--- config.mk ---
export PLATFORM = sky130hd
export DESIGN_NAME = lsu_top
export DESIGN_NICKNAME = d
export VERILOG_FILES = /design/src/hdl/lsu_pkg.sv /design/src/hdl/csr_pkg.sv /design/src/hdl/lsu_req_ctrl.sv /design/src/hdl/lsu_data_align.sv /design/src/hdl/lsu_perf_csr.sv /design/src/hdl/lsu_top.sv
export SDC_FILE = /design/constraint.sdc
export NUM_CORES = 1
export LEC_CHECK = 0
export BUFFER_PORTS_ARGS = -buffer_cell sky130_fd_sc_hd__buf_2
export CORE_ASPECT_RATIO = 1.2
export CORE_MARGIN = 10
export CORE_UTILIZATION = 55
export CTS_CLUSTER_DIAMETER = 120
export CTS_CLUSTER_SIZE = 28
export DETAILED_ROUTE_END_ITERATION = 10
export PLACE_DENSITY = 0.8
export SYNTH_ARGS = -nofsm -noshare
export SYNTH_HDL_FRONTEND = slang
export SYNTH_SLANG_ARGS = --single-unit
--- constraint.sdc ---
create_clock -name clk_i -period 18.9 [get_ports clk_i]
set_clock_uncertainty 0.1 [all_clocks]
set_input_delay 3.78 -clock clk_i [delete_from_list [all_inputs] [get_ports clk_i]]
set_output_delay 3.78 -clock clk_i [all_outputs]
set_load 0.05 [all_outputs]
--- src/hdl/lsu_pkg.sv ---
`default_nettype none

package lsu_pkg;

  //////////////////////////////
  // Bus geometry
  //////////////////////////////

  localparam int DATA_W  = 32;          // Data bus width
  localparam int BYTES_W = DATA_W / 8;  // Byte lanes per word

  typedef logic [DATA_W-1:0]  data_t;    // One bus word
  typedef logic [31:0]        addr_t;    // Byte address
  typedef logic [BYTES_W-1:0] be_t;      // One enable per lane
  typedef logic [1:0]         offset_t;  // Byte within word

  //////////////////////////////
  // Access and FSM encodings
  //////////////////////////////

  // Access size, same codes as the core's data_type field
  typedef enum logic [1:0] {
    TYPE_WORD = 2'b00,
    TYPE_HALF = 2'b01,
    TYPE_BYTE = 2'b10
  } data_type_e;

  typedef enum logic [1:0] {
    REQ_IDLE        = 2'b00,  // Ready for a core strobe
    REQ_WAIT_GNT    = 2'b01,  // First phase on the bus
    REQ_WAIT_RVALID = 2'b10,  // Granted, response pending
    REQ_SECOND      = 2'b11   // Second phase of a split access
  } req_state_e;

endpackage

`default_nettype wire

--- src/hdl/csr_pkg.sv ---
`default_nettype none

package csr_pkg;

  typedef logic [11:0] csr_addr_t;  // CSR address space
  typedef logic [31:0] cnt_t;       // Counter and CSR data word

  // Op codes as driven by the core's CSR port
  typedef enum logic [1:0] {
    CSR_OP_NONE  = 2'b00,
    CSR_OP_WRITE = 2'b01,
    CSR_OP_SET   = 2'b10,
    CSR_OP_CLEAR = 2'b11
  } csr_op_e;

  // Register map
  localparam csr_addr_t CSR_PCER         = 12'h7E0;  // Counter enables
  localparam csr_addr_t CSR_CNT_LOAD     = 12'h780;
  localparam csr_addr_t CSR_CNT_STORE    = 12'h781;
  localparam csr_addr_t CSR_CNT_MISALIGN = 12'h782;

  // Enable bit per event, also the counter index
  localparam int PCER_LOAD_BIT     = 0;
  localparam int PCER_STORE_BIT    = 1;
  localparam int PCER_MISALIGN_BIT = 2;
  localparam int N_CNT             = 3;

endpackage

`default_nettype wire

--- src/hdl/lsu_req_ctrl.sv ---
`timescale 1ns/1ps
`default_nettype none

module lsu_req_ctrl (
  input  logic                clk_i,
  input  logic                reset_i,

  // Core side
  input  logic                req_i,
  input  logic                we_i,
  input  lsu_pkg::data_type_e type_i,
  input  logic                sign_ext_i,
  input  lsu_pkg::addr_t      addr_i,
  input  lsu_pkg::data_t      wdata_i,
  output logic                ready_o,
  output logic                rvalid_o,
  output logic                busy_o,

  // Data bus control
  output logic                data_req_o,
  input  logic                data_gnt_i,
  input  logic                data_rvalid_i,
  output logic                data_we_o,
  output lsu_pkg::addr_t      data_addr_o,

  // To the aligner
  output lsu_pkg::offset_t    offset_o,
  output lsu_pkg::data_type_e type_o,
  output logic                sign_ext_o,
  output lsu_pkg::data_t      wdata_o,
  output logic                phase_o,
  output logic                capture_o,

  // To the counters
  output logic                misalign_o
);

  lsu_pkg::req_state_e state_q, state_d;

  logic                accept;         // Strobe taken this cycle
  logic                misaligned_in;  // Incoming access crosses a word
  logic                misalign_q;
  logic                phase_q;        // 0 first word, 1 next word
  logic                rvalid_q;
  logic                last_rvalid;

  // Latched request
  lsu_pkg::addr_t      addr_q;
  lsu_pkg::data_t      wdata_q;
  lsu_pkg::data_type_e type_q;
  logic                sign_ext_q;
  logic                we_q;

  lsu_pkg::addr_t      word_addr;
  lsu_pkg::addr_t      next_word_addr;

  assign ready_o = (state_q == lsu_pkg::REQ_IDLE);
  assign accept  = req_i & ready_o;

  // Word at any nonzero offset, half only when it spills past lane 3
  always_comb begin
    case (type_i)
      lsu_pkg::TYPE_WORD: misaligned_in = (addr_i[1:0] != 2'b00);
      lsu_pkg::TYPE_HALF: misaligned_in = (addr_i[1:0] == 2'b11);
      default:            misaligned_in = 1'b0;
    endcase
  end

  assign misalign_o = accept & misaligned_in;

  //////////////////////////////
  // Request FSM
  //////////////////////////////

  always_comb begin
    state_d = state_q;
    case (state_q)
      lsu_pkg::REQ_IDLE: begin
        if (accept) state_d = lsu_pkg::REQ_WAIT_GNT;
      end
      lsu_pkg::REQ_WAIT_GNT,
      lsu_pkg::REQ_SECOND: begin
        if (data_gnt_i) state_d = lsu_pkg::REQ_WAIT_RVALID;  // Hold request until granted
      end
      lsu_pkg::REQ_WAIT_RVALID: begin
        if (data_rvalid_i) begin
          // Split access goes back on the bus for the upper word
          state_d = (misalign_q & ~phase_q) ? lsu_pkg::REQ_SECOND : lsu_pkg::REQ_IDLE;
        end
      end
      default: state_d = lsu_pkg::REQ_IDLE;
    endcase
  end

  // Response that closes the request
  assign last_rvalid = (state_q == lsu_pkg::REQ_WAIT_RVALID) & data_rvalid_i &
                       ~(misalign_q & ~phase_q);

  always_ff @(posedge clk_i) begin
    if (reset_i) begin
      state_q    <= lsu_pkg::REQ_IDLE;
      phase_q    <= 1'b0;
      misalign_q <= 1'b0;
      rvalid_q   <= 1'b0;
    end else begin
      state_q  <= state_d;
      rvalid_q <= last_rvalid;  // Result one cycle after last response
      if (accept) begin
        phase_q    <= 1'b0;
        misalign_q <= misaligned_in;
      end else if (state_d == lsu_pkg::REQ_SECOND) begin
        phase_q <= 1'b1;
      end
    end
  end

  // Payload, loaded with the strobe
  always_ff @(posedge clk_i) begin
    if (accept) begin
      addr_q     <= addr_i;
      wdata_q    <= wdata_i;
      type_q     <= type_i;
      sign_ext_q <= sign_ext_i;
      we_q       <= we_i;
    end
  end

  //////////////////////////////
  // Bus and aligner outputs
  //////////////////////////////

  assign word_addr      = {addr_q[31:2], 2'b00};
  assign next_word_addr = word_addr + 32'd4;

  assign data_req_o  = (state_q == lsu_pkg::REQ_WAIT_GNT) | (state_q == lsu_pkg::REQ_SECOND);
  assign data_addr_o = phase_q ? next_word_addr : word_addr;
  assign data_we_o   = we_q;

  assign offset_o   = addr_q[1:0];
  assign type_o     = type_q;
  assign sign_ext_o = sign_ext_q;
  assign wdata_o    = wdata_q;
  assign phase_o    = phase_q;
  assign capture_o  = (state_q == lsu_pkg::REQ_WAIT_RVALID) & data_rvalid_i;  // Every phase

  assign rvalid_o = rvalid_q;
  assign busy_o   = ~ready_o | rvalid_q;  // Still high in the result cycle

endmodule

`default_nettype wire

--- src/hdl/lsu_data_align.sv ---
`timescale 1ns/1ps
`default_nettype none

module lsu_data_align (
  input  logic                clk_i,
  input  logic                reset_i,

  // Latched request
  input  lsu_pkg::offset_t    offset_i,
  input  lsu_pkg::data_type_e type_i,
  input  logic                sign_ext_i,
  input  logic                phase_i,
  input  logic                capture_i,
  input  lsu_pkg::data_t      wdata_i,

  // Bus data
  input  lsu_pkg::data_t      data_rdata_i,
  output lsu_pkg::be_t        data_be_o,
  output lsu_pkg::data_t      data_wdata_o,

  // Load result
  output lsu_pkg::data_t      rdata_o
);

  lsu_pkg::be_t                      size_mask;  // Access bytes at lane 0
  logic [2*lsu_pkg::BYTES_W-1:0]     be_wide;    // Enables across two words
  logic [4:0]                        shift;      // Offset in bits
  logic [2*lsu_pkg::DATA_W-1:0]      wr_dbl;
  logic [2*lsu_pkg::DATA_W-1:0]      rd_dbl;
  lsu_pkg::data_t                    rd_q;       // Merged read word
  lsu_pkg::data_t                    rd_rot;

  assign shift = {offset_i, 3'b000};

  //////////////////////////////
  // Byte enables
  //////////////////////////////

  always_comb begin
    case (type_i)
      lsu_pkg::TYPE_WORD: size_mask = 4'b1111;
      lsu_pkg::TYPE_HALF: size_mask = 4'b0011;
      lsu_pkg::TYPE_BYTE: size_mask = 4'b0001;
      default:            size_mask = 4'b0000;
    endcase
  end

  // Lanes past the top of the first word spill into the next one
  assign be_wide   = {{lsu_pkg::BYTES_W{1'b0}}, size_mask} << offset_i;
  assign data_be_o = phase_i ? be_wide[2*lsu_pkg::BYTES_W-1:lsu_pkg::BYTES_W]
                             : be_wide[lsu_pkg::BYTES_W-1:0];

  // Rotate left, same word for both phases
  assign wr_dbl       = {wdata_i, wdata_i} << shift;
  assign data_wdata_o = wr_dbl[2*lsu_pkg::DATA_W-1:lsu_pkg::DATA_W];

  //////////////////////////////
  // Read capture and merge
  //////////////////////////////

  always_ff @(posedge clk_i) begin
    if (reset_i) begin
      rd_q <= '0;
    end else if (capture_i) begin
      for (int i = 0; i < lsu_pkg::BYTES_W; i++) begin
        // Second phase only overwrites its own low lanes
        if (!phase_i || data_be_o[i]) rd_q[8*i +: 8] <= data_rdata_i[8*i +: 8];
      end
    end
  end

  assign rd_dbl = {rd_q, rd_q} >> shift;  // Rotate right by the offset
  assign rd_rot = rd_dbl[lsu_pkg::DATA_W-1:0];

  // Extension from access size
  always_comb begin
    case (type_i)
      lsu_pkg::TYPE_HALF: rdata_o = {{16{sign_ext_i & rd_rot[15]}}, rd_rot[15:0]};
      lsu_pkg::TYPE_BYTE: rdata_o = {{24{sign_ext_i & rd_rot[7]}}, rd_rot[7:0]};
      default:            rdata_o = rd_rot;
    endcase
  end

endmodule

`default_nettype wire

--- src/hdl/lsu_perf_csr.sv ---
`timescale 1ns/1ps
`default_nettype none

module lsu_perf_csr (
  input  logic               clk_i,
  input  logic               reset_i,

  // Observed bus and LSU events
  input  logic               data_req_i,
  input  logic               data_gnt_i,
  input  logic               data_we_i,
  input  logic               misalign_i,

  // CSR access
  input  logic               csr_access_i,
  input  csr_pkg::csr_addr_t csr_addr_i,
  input  csr_pkg::csr_op_e   csr_op_i,
  input  csr_pkg::cnt_t      csr_wdata_i,
  output csr_pkg::cnt_t      csr_rdata_o
);

  logic [csr_pkg::N_CNT-1:0] pcer_q;    // Per counter enable
  logic [csr_pkg::N_CNT-1:0] event_in;
  csr_pkg::cnt_t             cnt_q    [csr_pkg::N_CNT];
  csr_pkg::csr_addr_t        cnt_addr [csr_pkg::N_CNT];
  csr_pkg::cnt_t             csr_new;   // Value after the op
  logic                      csr_we;

  // Events indexed by their enable bit
  assign event_in[csr_pkg::PCER_LOAD_BIT]     = data_req_i & data_gnt_i & ~data_we_i;
  assign event_in[csr_pkg::PCER_STORE_BIT]    = data_req_i & data_gnt_i & data_we_i;
  assign event_in[csr_pkg::PCER_MISALIGN_BIT] = misalign_i;

  assign cnt_addr[csr_pkg::PCER_LOAD_BIT]     = csr_pkg::CSR_CNT_LOAD;
  assign cnt_addr[csr_pkg::PCER_STORE_BIT]    = csr_pkg::CSR_CNT_STORE;
  assign cnt_addr[csr_pkg::PCER_MISALIGN_BIT] = csr_pkg::CSR_CNT_MISALIGN;

  //////////////////////////////
  // Read decode and op
  //////////////////////////////

  always_comb begin
    csr_rdata_o = '0;  // Unmapped addresses read zero
    if (csr_addr_i == csr_pkg::CSR_PCER) csr_rdata_o = csr_pkg::cnt_t'(pcer_q);
    for (int i = 0; i < csr_pkg::N_CNT; i++) begin
      if (csr_addr_i == cnt_addr[i]) csr_rdata_o = cnt_q[i];
    end
  end

  // Set and clear work on the current register value
  always_comb begin
    case (csr_op_i)
      csr_pkg::CSR_OP_WRITE: csr_new = csr_wdata_i;
      csr_pkg::CSR_OP_SET:   csr_new = csr_rdata_o | csr_wdata_i;
      csr_pkg::CSR_OP_CLEAR: csr_new = csr_rdata_o & ~csr_wdata_i;
      default:               csr_new = csr_rdata_o;
    endcase
  end

  assign csr_we = csr_access_i & (csr_op_i != csr_pkg::CSR_OP_NONE);

  //////////////////////////////
  // Registers
  //////////////////////////////

  always_ff @(posedge clk_i) begin
    if (reset_i) begin
      pcer_q <= '1;  // All events counted
    end else if (csr_we && csr_addr_i == csr_pkg::CSR_PCER) begin
      pcer_q <= csr_new[csr_pkg::N_CNT-1:0];
    end
  end

  always_ff @(posedge clk_i) begin
    for (int i = 0; i < csr_pkg::N_CNT; i++) begin
      if (reset_i) begin
        cnt_q[i] <= '0;
      end else if (csr_we && csr_addr_i == cnt_addr[i]) begin
        cnt_q[i] <= csr_new;  // Software access beats the event
      end else if (event_in[i] && pcer_q[i]) begin
        cnt_q[i] <= cnt_q[i] + 32'd1;
      end
    end
  end

endmodule

`default_nettype wire

--- src/hdl/lsu_top.sv ---
`timescale 1ns/1ps
`default_nettype none

module lsu_top (
  input  logic                clk_i,
  input  logic                reset_i,

  // Core request side
  input  logic                req_i,
  input  logic                we_i,
  input  lsu_pkg::data_type_e type_i,
  input  logic                sign_ext_i,
  input  lsu_pkg::addr_t      addr_i,
  input  lsu_pkg::data_t      wdata_i,
  output logic                ready_o,
  output logic                rvalid_o,
  output lsu_pkg::data_t      rdata_o,
  output logic                busy_o,

  // Data memory bus
  output logic                data_req_o,
  input  logic                data_gnt_i,
  input  logic                data_rvalid_i,
  output logic                data_we_o,
  output lsu_pkg::be_t        data_be_o,
  output lsu_pkg::addr_t      data_addr_o,
  output lsu_pkg::data_t      data_wdata_o,
  input  lsu_pkg::data_t      data_rdata_i,

  // CSR port
  input  logic                csr_access_i,
  input  csr_pkg::csr_addr_t  csr_addr_i,
  input  csr_pkg::csr_op_e    csr_op_i,
  input  csr_pkg::cnt_t       csr_wdata_i,
  output csr_pkg::cnt_t       csr_rdata_o
);

  // Request control to aligner
  lsu_pkg::offset_t    offset;
  lsu_pkg::data_type_e type_q;
  logic                sign_ext;
  lsu_pkg::data_t      wdata_q;
  logic                phase;     // High during second bus phase
  logic                capture;   // Read word arrives this cycle
  logic                misalign;  // One pulse per split request

  //////////////////////////////
  // Request sequencing
  //////////////////////////////

  lsu_req_ctrl req_ctrl_i (
    .clk_i         ( clk_i         ),
    .reset_i       ( reset_i       ),
    .req_i         ( req_i         ),
    .we_i          ( we_i          ),
    .type_i        ( type_i        ),
    .sign_ext_i    ( sign_ext_i    ),
    .addr_i        ( addr_i        ),
    .wdata_i       ( wdata_i       ),
    .ready_o       ( ready_o       ),
    .rvalid_o      ( rvalid_o      ),
    .busy_o        ( busy_o        ),
    .data_req_o    ( data_req_o    ),
    .data_gnt_i    ( data_gnt_i    ),
    .data_rvalid_i ( data_rvalid_i ),
    .data_we_o     ( data_we_o     ),
    .data_addr_o   ( data_addr_o   ),
    .offset_o      ( offset        ),
    .type_o        ( type_q        ),
    .sign_ext_o    ( sign_ext      ),
    .wdata_o       ( wdata_q       ),
    .phase_o       ( phase         ),
    .capture_o     ( capture       ),
    .misalign_o    ( misalign      )
  );

  //////////////////////////////
  // Byte lanes
  //////////////////////////////

  lsu_data_align data_align_i (
    .clk_i        ( clk_i        ),
    .reset_i      ( reset_i      ),
    .offset_i     ( offset       ),
    .type_i       ( type_q       ),
    .sign_ext_i   ( sign_ext     ),
    .phase_i      ( phase        ),
    .capture_i    ( capture      ),
    .wdata_i      ( wdata_q      ),
    .data_rdata_i ( data_rdata_i ),
    .data_be_o    ( data_be_o    ),
    .data_wdata_o ( data_wdata_o ),
    .rdata_o      ( rdata_o      )
  );

  //////////////////////////////
  // Performance counters
  //////////////////////////////

  lsu_perf_csr perf_csr_i (
    .clk_i        ( clk_i        ),
    .reset_i      ( reset_i      ),
    .data_req_i   ( data_req_o   ),  // Granted loads and stores seen on the bus
    .data_gnt_i   ( data_gnt_i   ),
    .data_we_i    ( data_we_o    ),
    .misalign_i   ( misalign     ),
    .csr_access_i ( csr_access_i ),
    .csr_addr_i   ( csr_addr_i   ),
    .csr_op_i     ( csr_op_i     ),
    .csr_wdata_i  ( csr_wdata_i  ),
    .csr_rdata_o  ( csr_rdata_o  )
  );

endmodule

`default_nettype wire

==> results.md <==
Run status:
- The flow ran to the end, and the final reports show no timing, DRC or antenna violations.

Floorplan:
- The width of the die is 163.8 µm.
- The I/O pin total is 289.
- The initial utilization of the core area, before any placement, comes to 55.50%.
- The die covers 0.03154 mm².
- In this run the core area contains 63 standard-cell rows.
- Measured along the y axis, the die boundary spans 192.6 µm.
- The placeable core area is 0.02459 mm².

Power and ir drop:
- The clock network accounts for 25.5% of the total power.
- For this design the ratio of total power to cell area is 67.06 mW/mm².
- Power comes to 1.043 mW.
- The cell leakage power is 5.548 nW.
- The sequential power share is 52.0%.
- Internal power comes to 0.6985 mW.
- The combinational share of power is 22.5%.
- VDD sags by at most 0.05005 mV.
- For this design the total switching power over the nets is 0.3447 mW.
- The switching share of total power is 33.04%.

Timing:
- The routed design could run at a clock period as short as 10.46 ns.
- Based on the critical path, the design can be clocked at up to 0.09559 GHz.
- Of the available clock period, the critical path in the final layout requires 55.35%.
- The max-slew violation count is 0.
- The worst path meets setup with 8.439 ns of slack.
- The number of hold-slack violations in the final timing report is 0.
- The headroom to the max-slew limit is 17.45%.
- Setup repair after global routing left no endpoint under its margin.
- The total setup violations reported at the end of the flow is 0.
- At the pin with the least slew margin, the transition time is 1.236 ns.
- For the final routed database, the setup TNS stands at 0 ns.

Logic synthesis:
- The sequential element share of the synthesized area is 41.95%.
- The number of unique standard cell types used by synthesis is 68.
- The number of flops mapped to enable cells by yosys is 164.
- After Yosys synthesis, XOR and XNOR cells account for 7.315% of the synthesized area.
- The post-synth design cell area is 0.01365 mm².
- The portion of netlist area occupied by mux cells is 11.80%.
- The area share of and/or/nand/nor cells after synthesis is 17.40%.
- Of all flip-flops after synthesis, the portion carrying an async set or reset was 0%.
- The synthesized netlist devotes 16.21% of its cell area to compound gates.
- The register bit count reported by yosys is 204.
- The prevailing post-synth register cell is edfxtp_1.
- The Yosys step of the flow raised 0 warnings.
- The area share of fa/ha/maj cells after synthesis is 0.8983%.
- The instance count of the mapped netlist is 1379.
- The dominant combinational cell family by area after synthesis is simple AND/OR/NAND/NOR gates.
- In this run the mean area of a mapped cell was 9.898 µm².

Global routing:
- Entering global routing, the biggest net connects 89 pins.
- For this run the aggregate overflow at the end of global routing stands at 0.
- The number of antenna violations at the first check in global routing came to 10.
- The number of global-route vias before repair is 11934.
- For this run, the total global-route usage over all layers was measured as 29.65%.
- The first-pass GRT wire length is 72440 µm.

Worst setup path:
- The endpoint required time on the critical path is 15.02 ns.
- Along the worst path, the maximum fanout reaches 64.
- The startpoint class of the critical path is an input port.
- The worst register-to-register path has a depth of 6.
- At the worst endpoint, the arrival time is 6.58 ns.
- STA classifies the critical path endpoint as an output port.
- The category of the critical setup timing path is input port to output port.

Finish:
- The core occupancy in the finished layout is 63.25%.
- In the layout the commonest cells are buf_2, edfxtp_1, nor2_1.
- Of the cells placed in the final design, the portion with a size suffix greater than 1 is 25.33%.
- Relative to the synthesized area, the layout overhead comes to 13.97%.
- The most frequent standard cell in the layout excluding fill and tap cells is buf_2.
- For this run, the post-layout net count is 1760.

Drt:
- The detailed router's first-iteration violation count is 2131.
- The final routed DRC violation total is 0.
- After detailed routing, the average wire length per cell comes to 25.52 µm.
- Routed signal wires occupy layers up through met5.
- The met2 wire length is 22550 µm.
- For this block, wires on met1 add up to 17460 µm.
- The per-cell via count in the routed design is 6.745.
- In this run the remaining antenna-violating nets after routing total 0.
- For this block, the via count after detailed routing is 13044.
- The final wirelength is 49350 µm.
- The met3 wire length is 6652 µm.
- The length of the first detailed-routing pass in iterations is 7.

Hold path:
- The number of instances on the worst hold path is 2.
- The classification of the worst-slack hold path is flop to flop.

Clock network:
- No sink is reached through more buffers than the 3 on the longest clock path.
- In this run the number of H-tree levels came out at 1.
- CTS saw 204 sinks.
- Post-CTS timing repair inserted 0 buffers for setup.
- The cell sitting at the root of the clock tree is a clkbuf_16.
- TritonCTS built the clock tree.
- The later pin in the worst-skew pair is clocked with a latency of 0.49 ns.
- The clock transition at the register clock pins on the worst setup and hold paths after CTS is 0.12 ns.
- The number of clock buffers inserted by TritonCTS is 11.
- The number of gates resized after CTS was 0.
- The count of hold-fix buffers inserted at cts is 0.

Placed design:
- The routability congestion estimate from global placement is 1.042.
- The placed wire-length estimate is 36790 µm.
- Timing analysis after detailed placement gives a worst setup slack of 8.518 ns.
- Port buffering added 286 buffers.

Run:
- Max-cap violations in this run came to 0.
==> through the flow <==
stage | hold WS (ns) | cells | instance area, µm²
after global placement | 0.3882 | 1911 | 15230
after global routing | 0.4496 | 1930 | 15550
after detailed placement | 0.4011 | 1911 | 15230
final | 0.4229 | 1934 | 15560
after floorplan | 0.3710 | 1380 | 13650
after CTS | 0.4172 | 1928 | 15540
==> synth_stat cells, types with 36 or more instances <==
master    instances  area share, %
nand3_1          63            2.3
o21ai_0          53            1.9
dfxtp_1          40            5.9
clkbuf_1         64            1.8
nor2_1          138            3.8
nand2_1          86            2.4
mux4_2           48            7.9
o22ai_1          71            3.3
a21oi_1          46            1.7
edfxtp_1        164             36
xor2_1           36            2.3
nor3_1           55            2.0
inv_1            52            1.4
xnor2_1          78            5.0
==> cells by family after synthesis <==
group | Yosys count
buffers and inverters | 149
adders and majority gates | 10
xor gates and xnor gates | 114
and+or+nand+nor | 483
AOI/OAI and AO/OA | 320
other | 1
muxes | 98
DFF | 204
==> state kept, by name, summed over array words and instances, names as in the netlist <==
signal and cells:
req_ctrl_i.rvalid_o 1, req_ctrl_i.wdata_o 32, req_ctrl_i.misalign_q 1, req_ctrl_i.type_o 2, perf_csr_i.pcer_q 3, req_ctrl_i.phase_o 1
req_ctrl_i.data_we_o 1, data_align_i.rd_q 32, req_ctrl_i.state_q 2, perf_csr_i.cnt_q 96, req_ctrl_i.addr_q 32, req_ctrl_i.sign_ext_o 1
==> worst max-delay path, cell delays in order <==
cell and delay (ns):
buf_2 0.10, or4b_1 0.80, or4_2 0.70, buf_4 0.33
nor3_1 0.46, buf_2 0.35
==> power by group through the flow <==
| stage | Sequential, mW | Combinational (mW) | Clock (mW) |
|---|---|---|---|
| 4_1_cts | 0.541 | 0.233 | 0.268 |
| 3_5_place_dp | 0.551 | 0.232 | 0 |
| 3_3_place_gp | 0.549 | 0.229 | 0 |
| 5_1_grt | 0.545 | 0.247 | 0.283 |
| 2_1_floorplan | 0.541 | 0.165 | 0 |
| 6_report | 0.543 | 0.235 | 0.266 |
==> worst paths after layout <==
check        slack (ns)                    from                 endpoint
min                0.42    data_align_i.rd_q[6]     data_align_i.rd_q[6]
min reg2reg        0.42    data_align_i.rd_q[6]     data_align_i.rd_q[6]
max reg2reg       15.98  perf_csr_i.cnt_q[2][1]  perf_csr_i.cnt_q[2][28]
max                8.44           csr_addr_i[4]          csr_rdata_o[23]
==> final cells by class <==
type / instances / area [µm²]
tap: 325 / 406.6
inverter: 52 / 195.2
timing repair buffer: 303 / 1559
clock inverter: 1 / 20.02
sequential: 204 / 5725
clock buffer: 16 / 294.0
fill: 2067 / 9037
antenna: 6 / 15.01
multi-input combinational: 1027 / 7341
==> layer usage <==
layer  vias up  global-route usage (%)
li1       5710                       -
met1      6153                   36.64
met2       986                   47.51
met3       183                   7.939
met4        12                   13.94
met5         -                       0
Note: power is estimated with default switching activity, not from simulation.
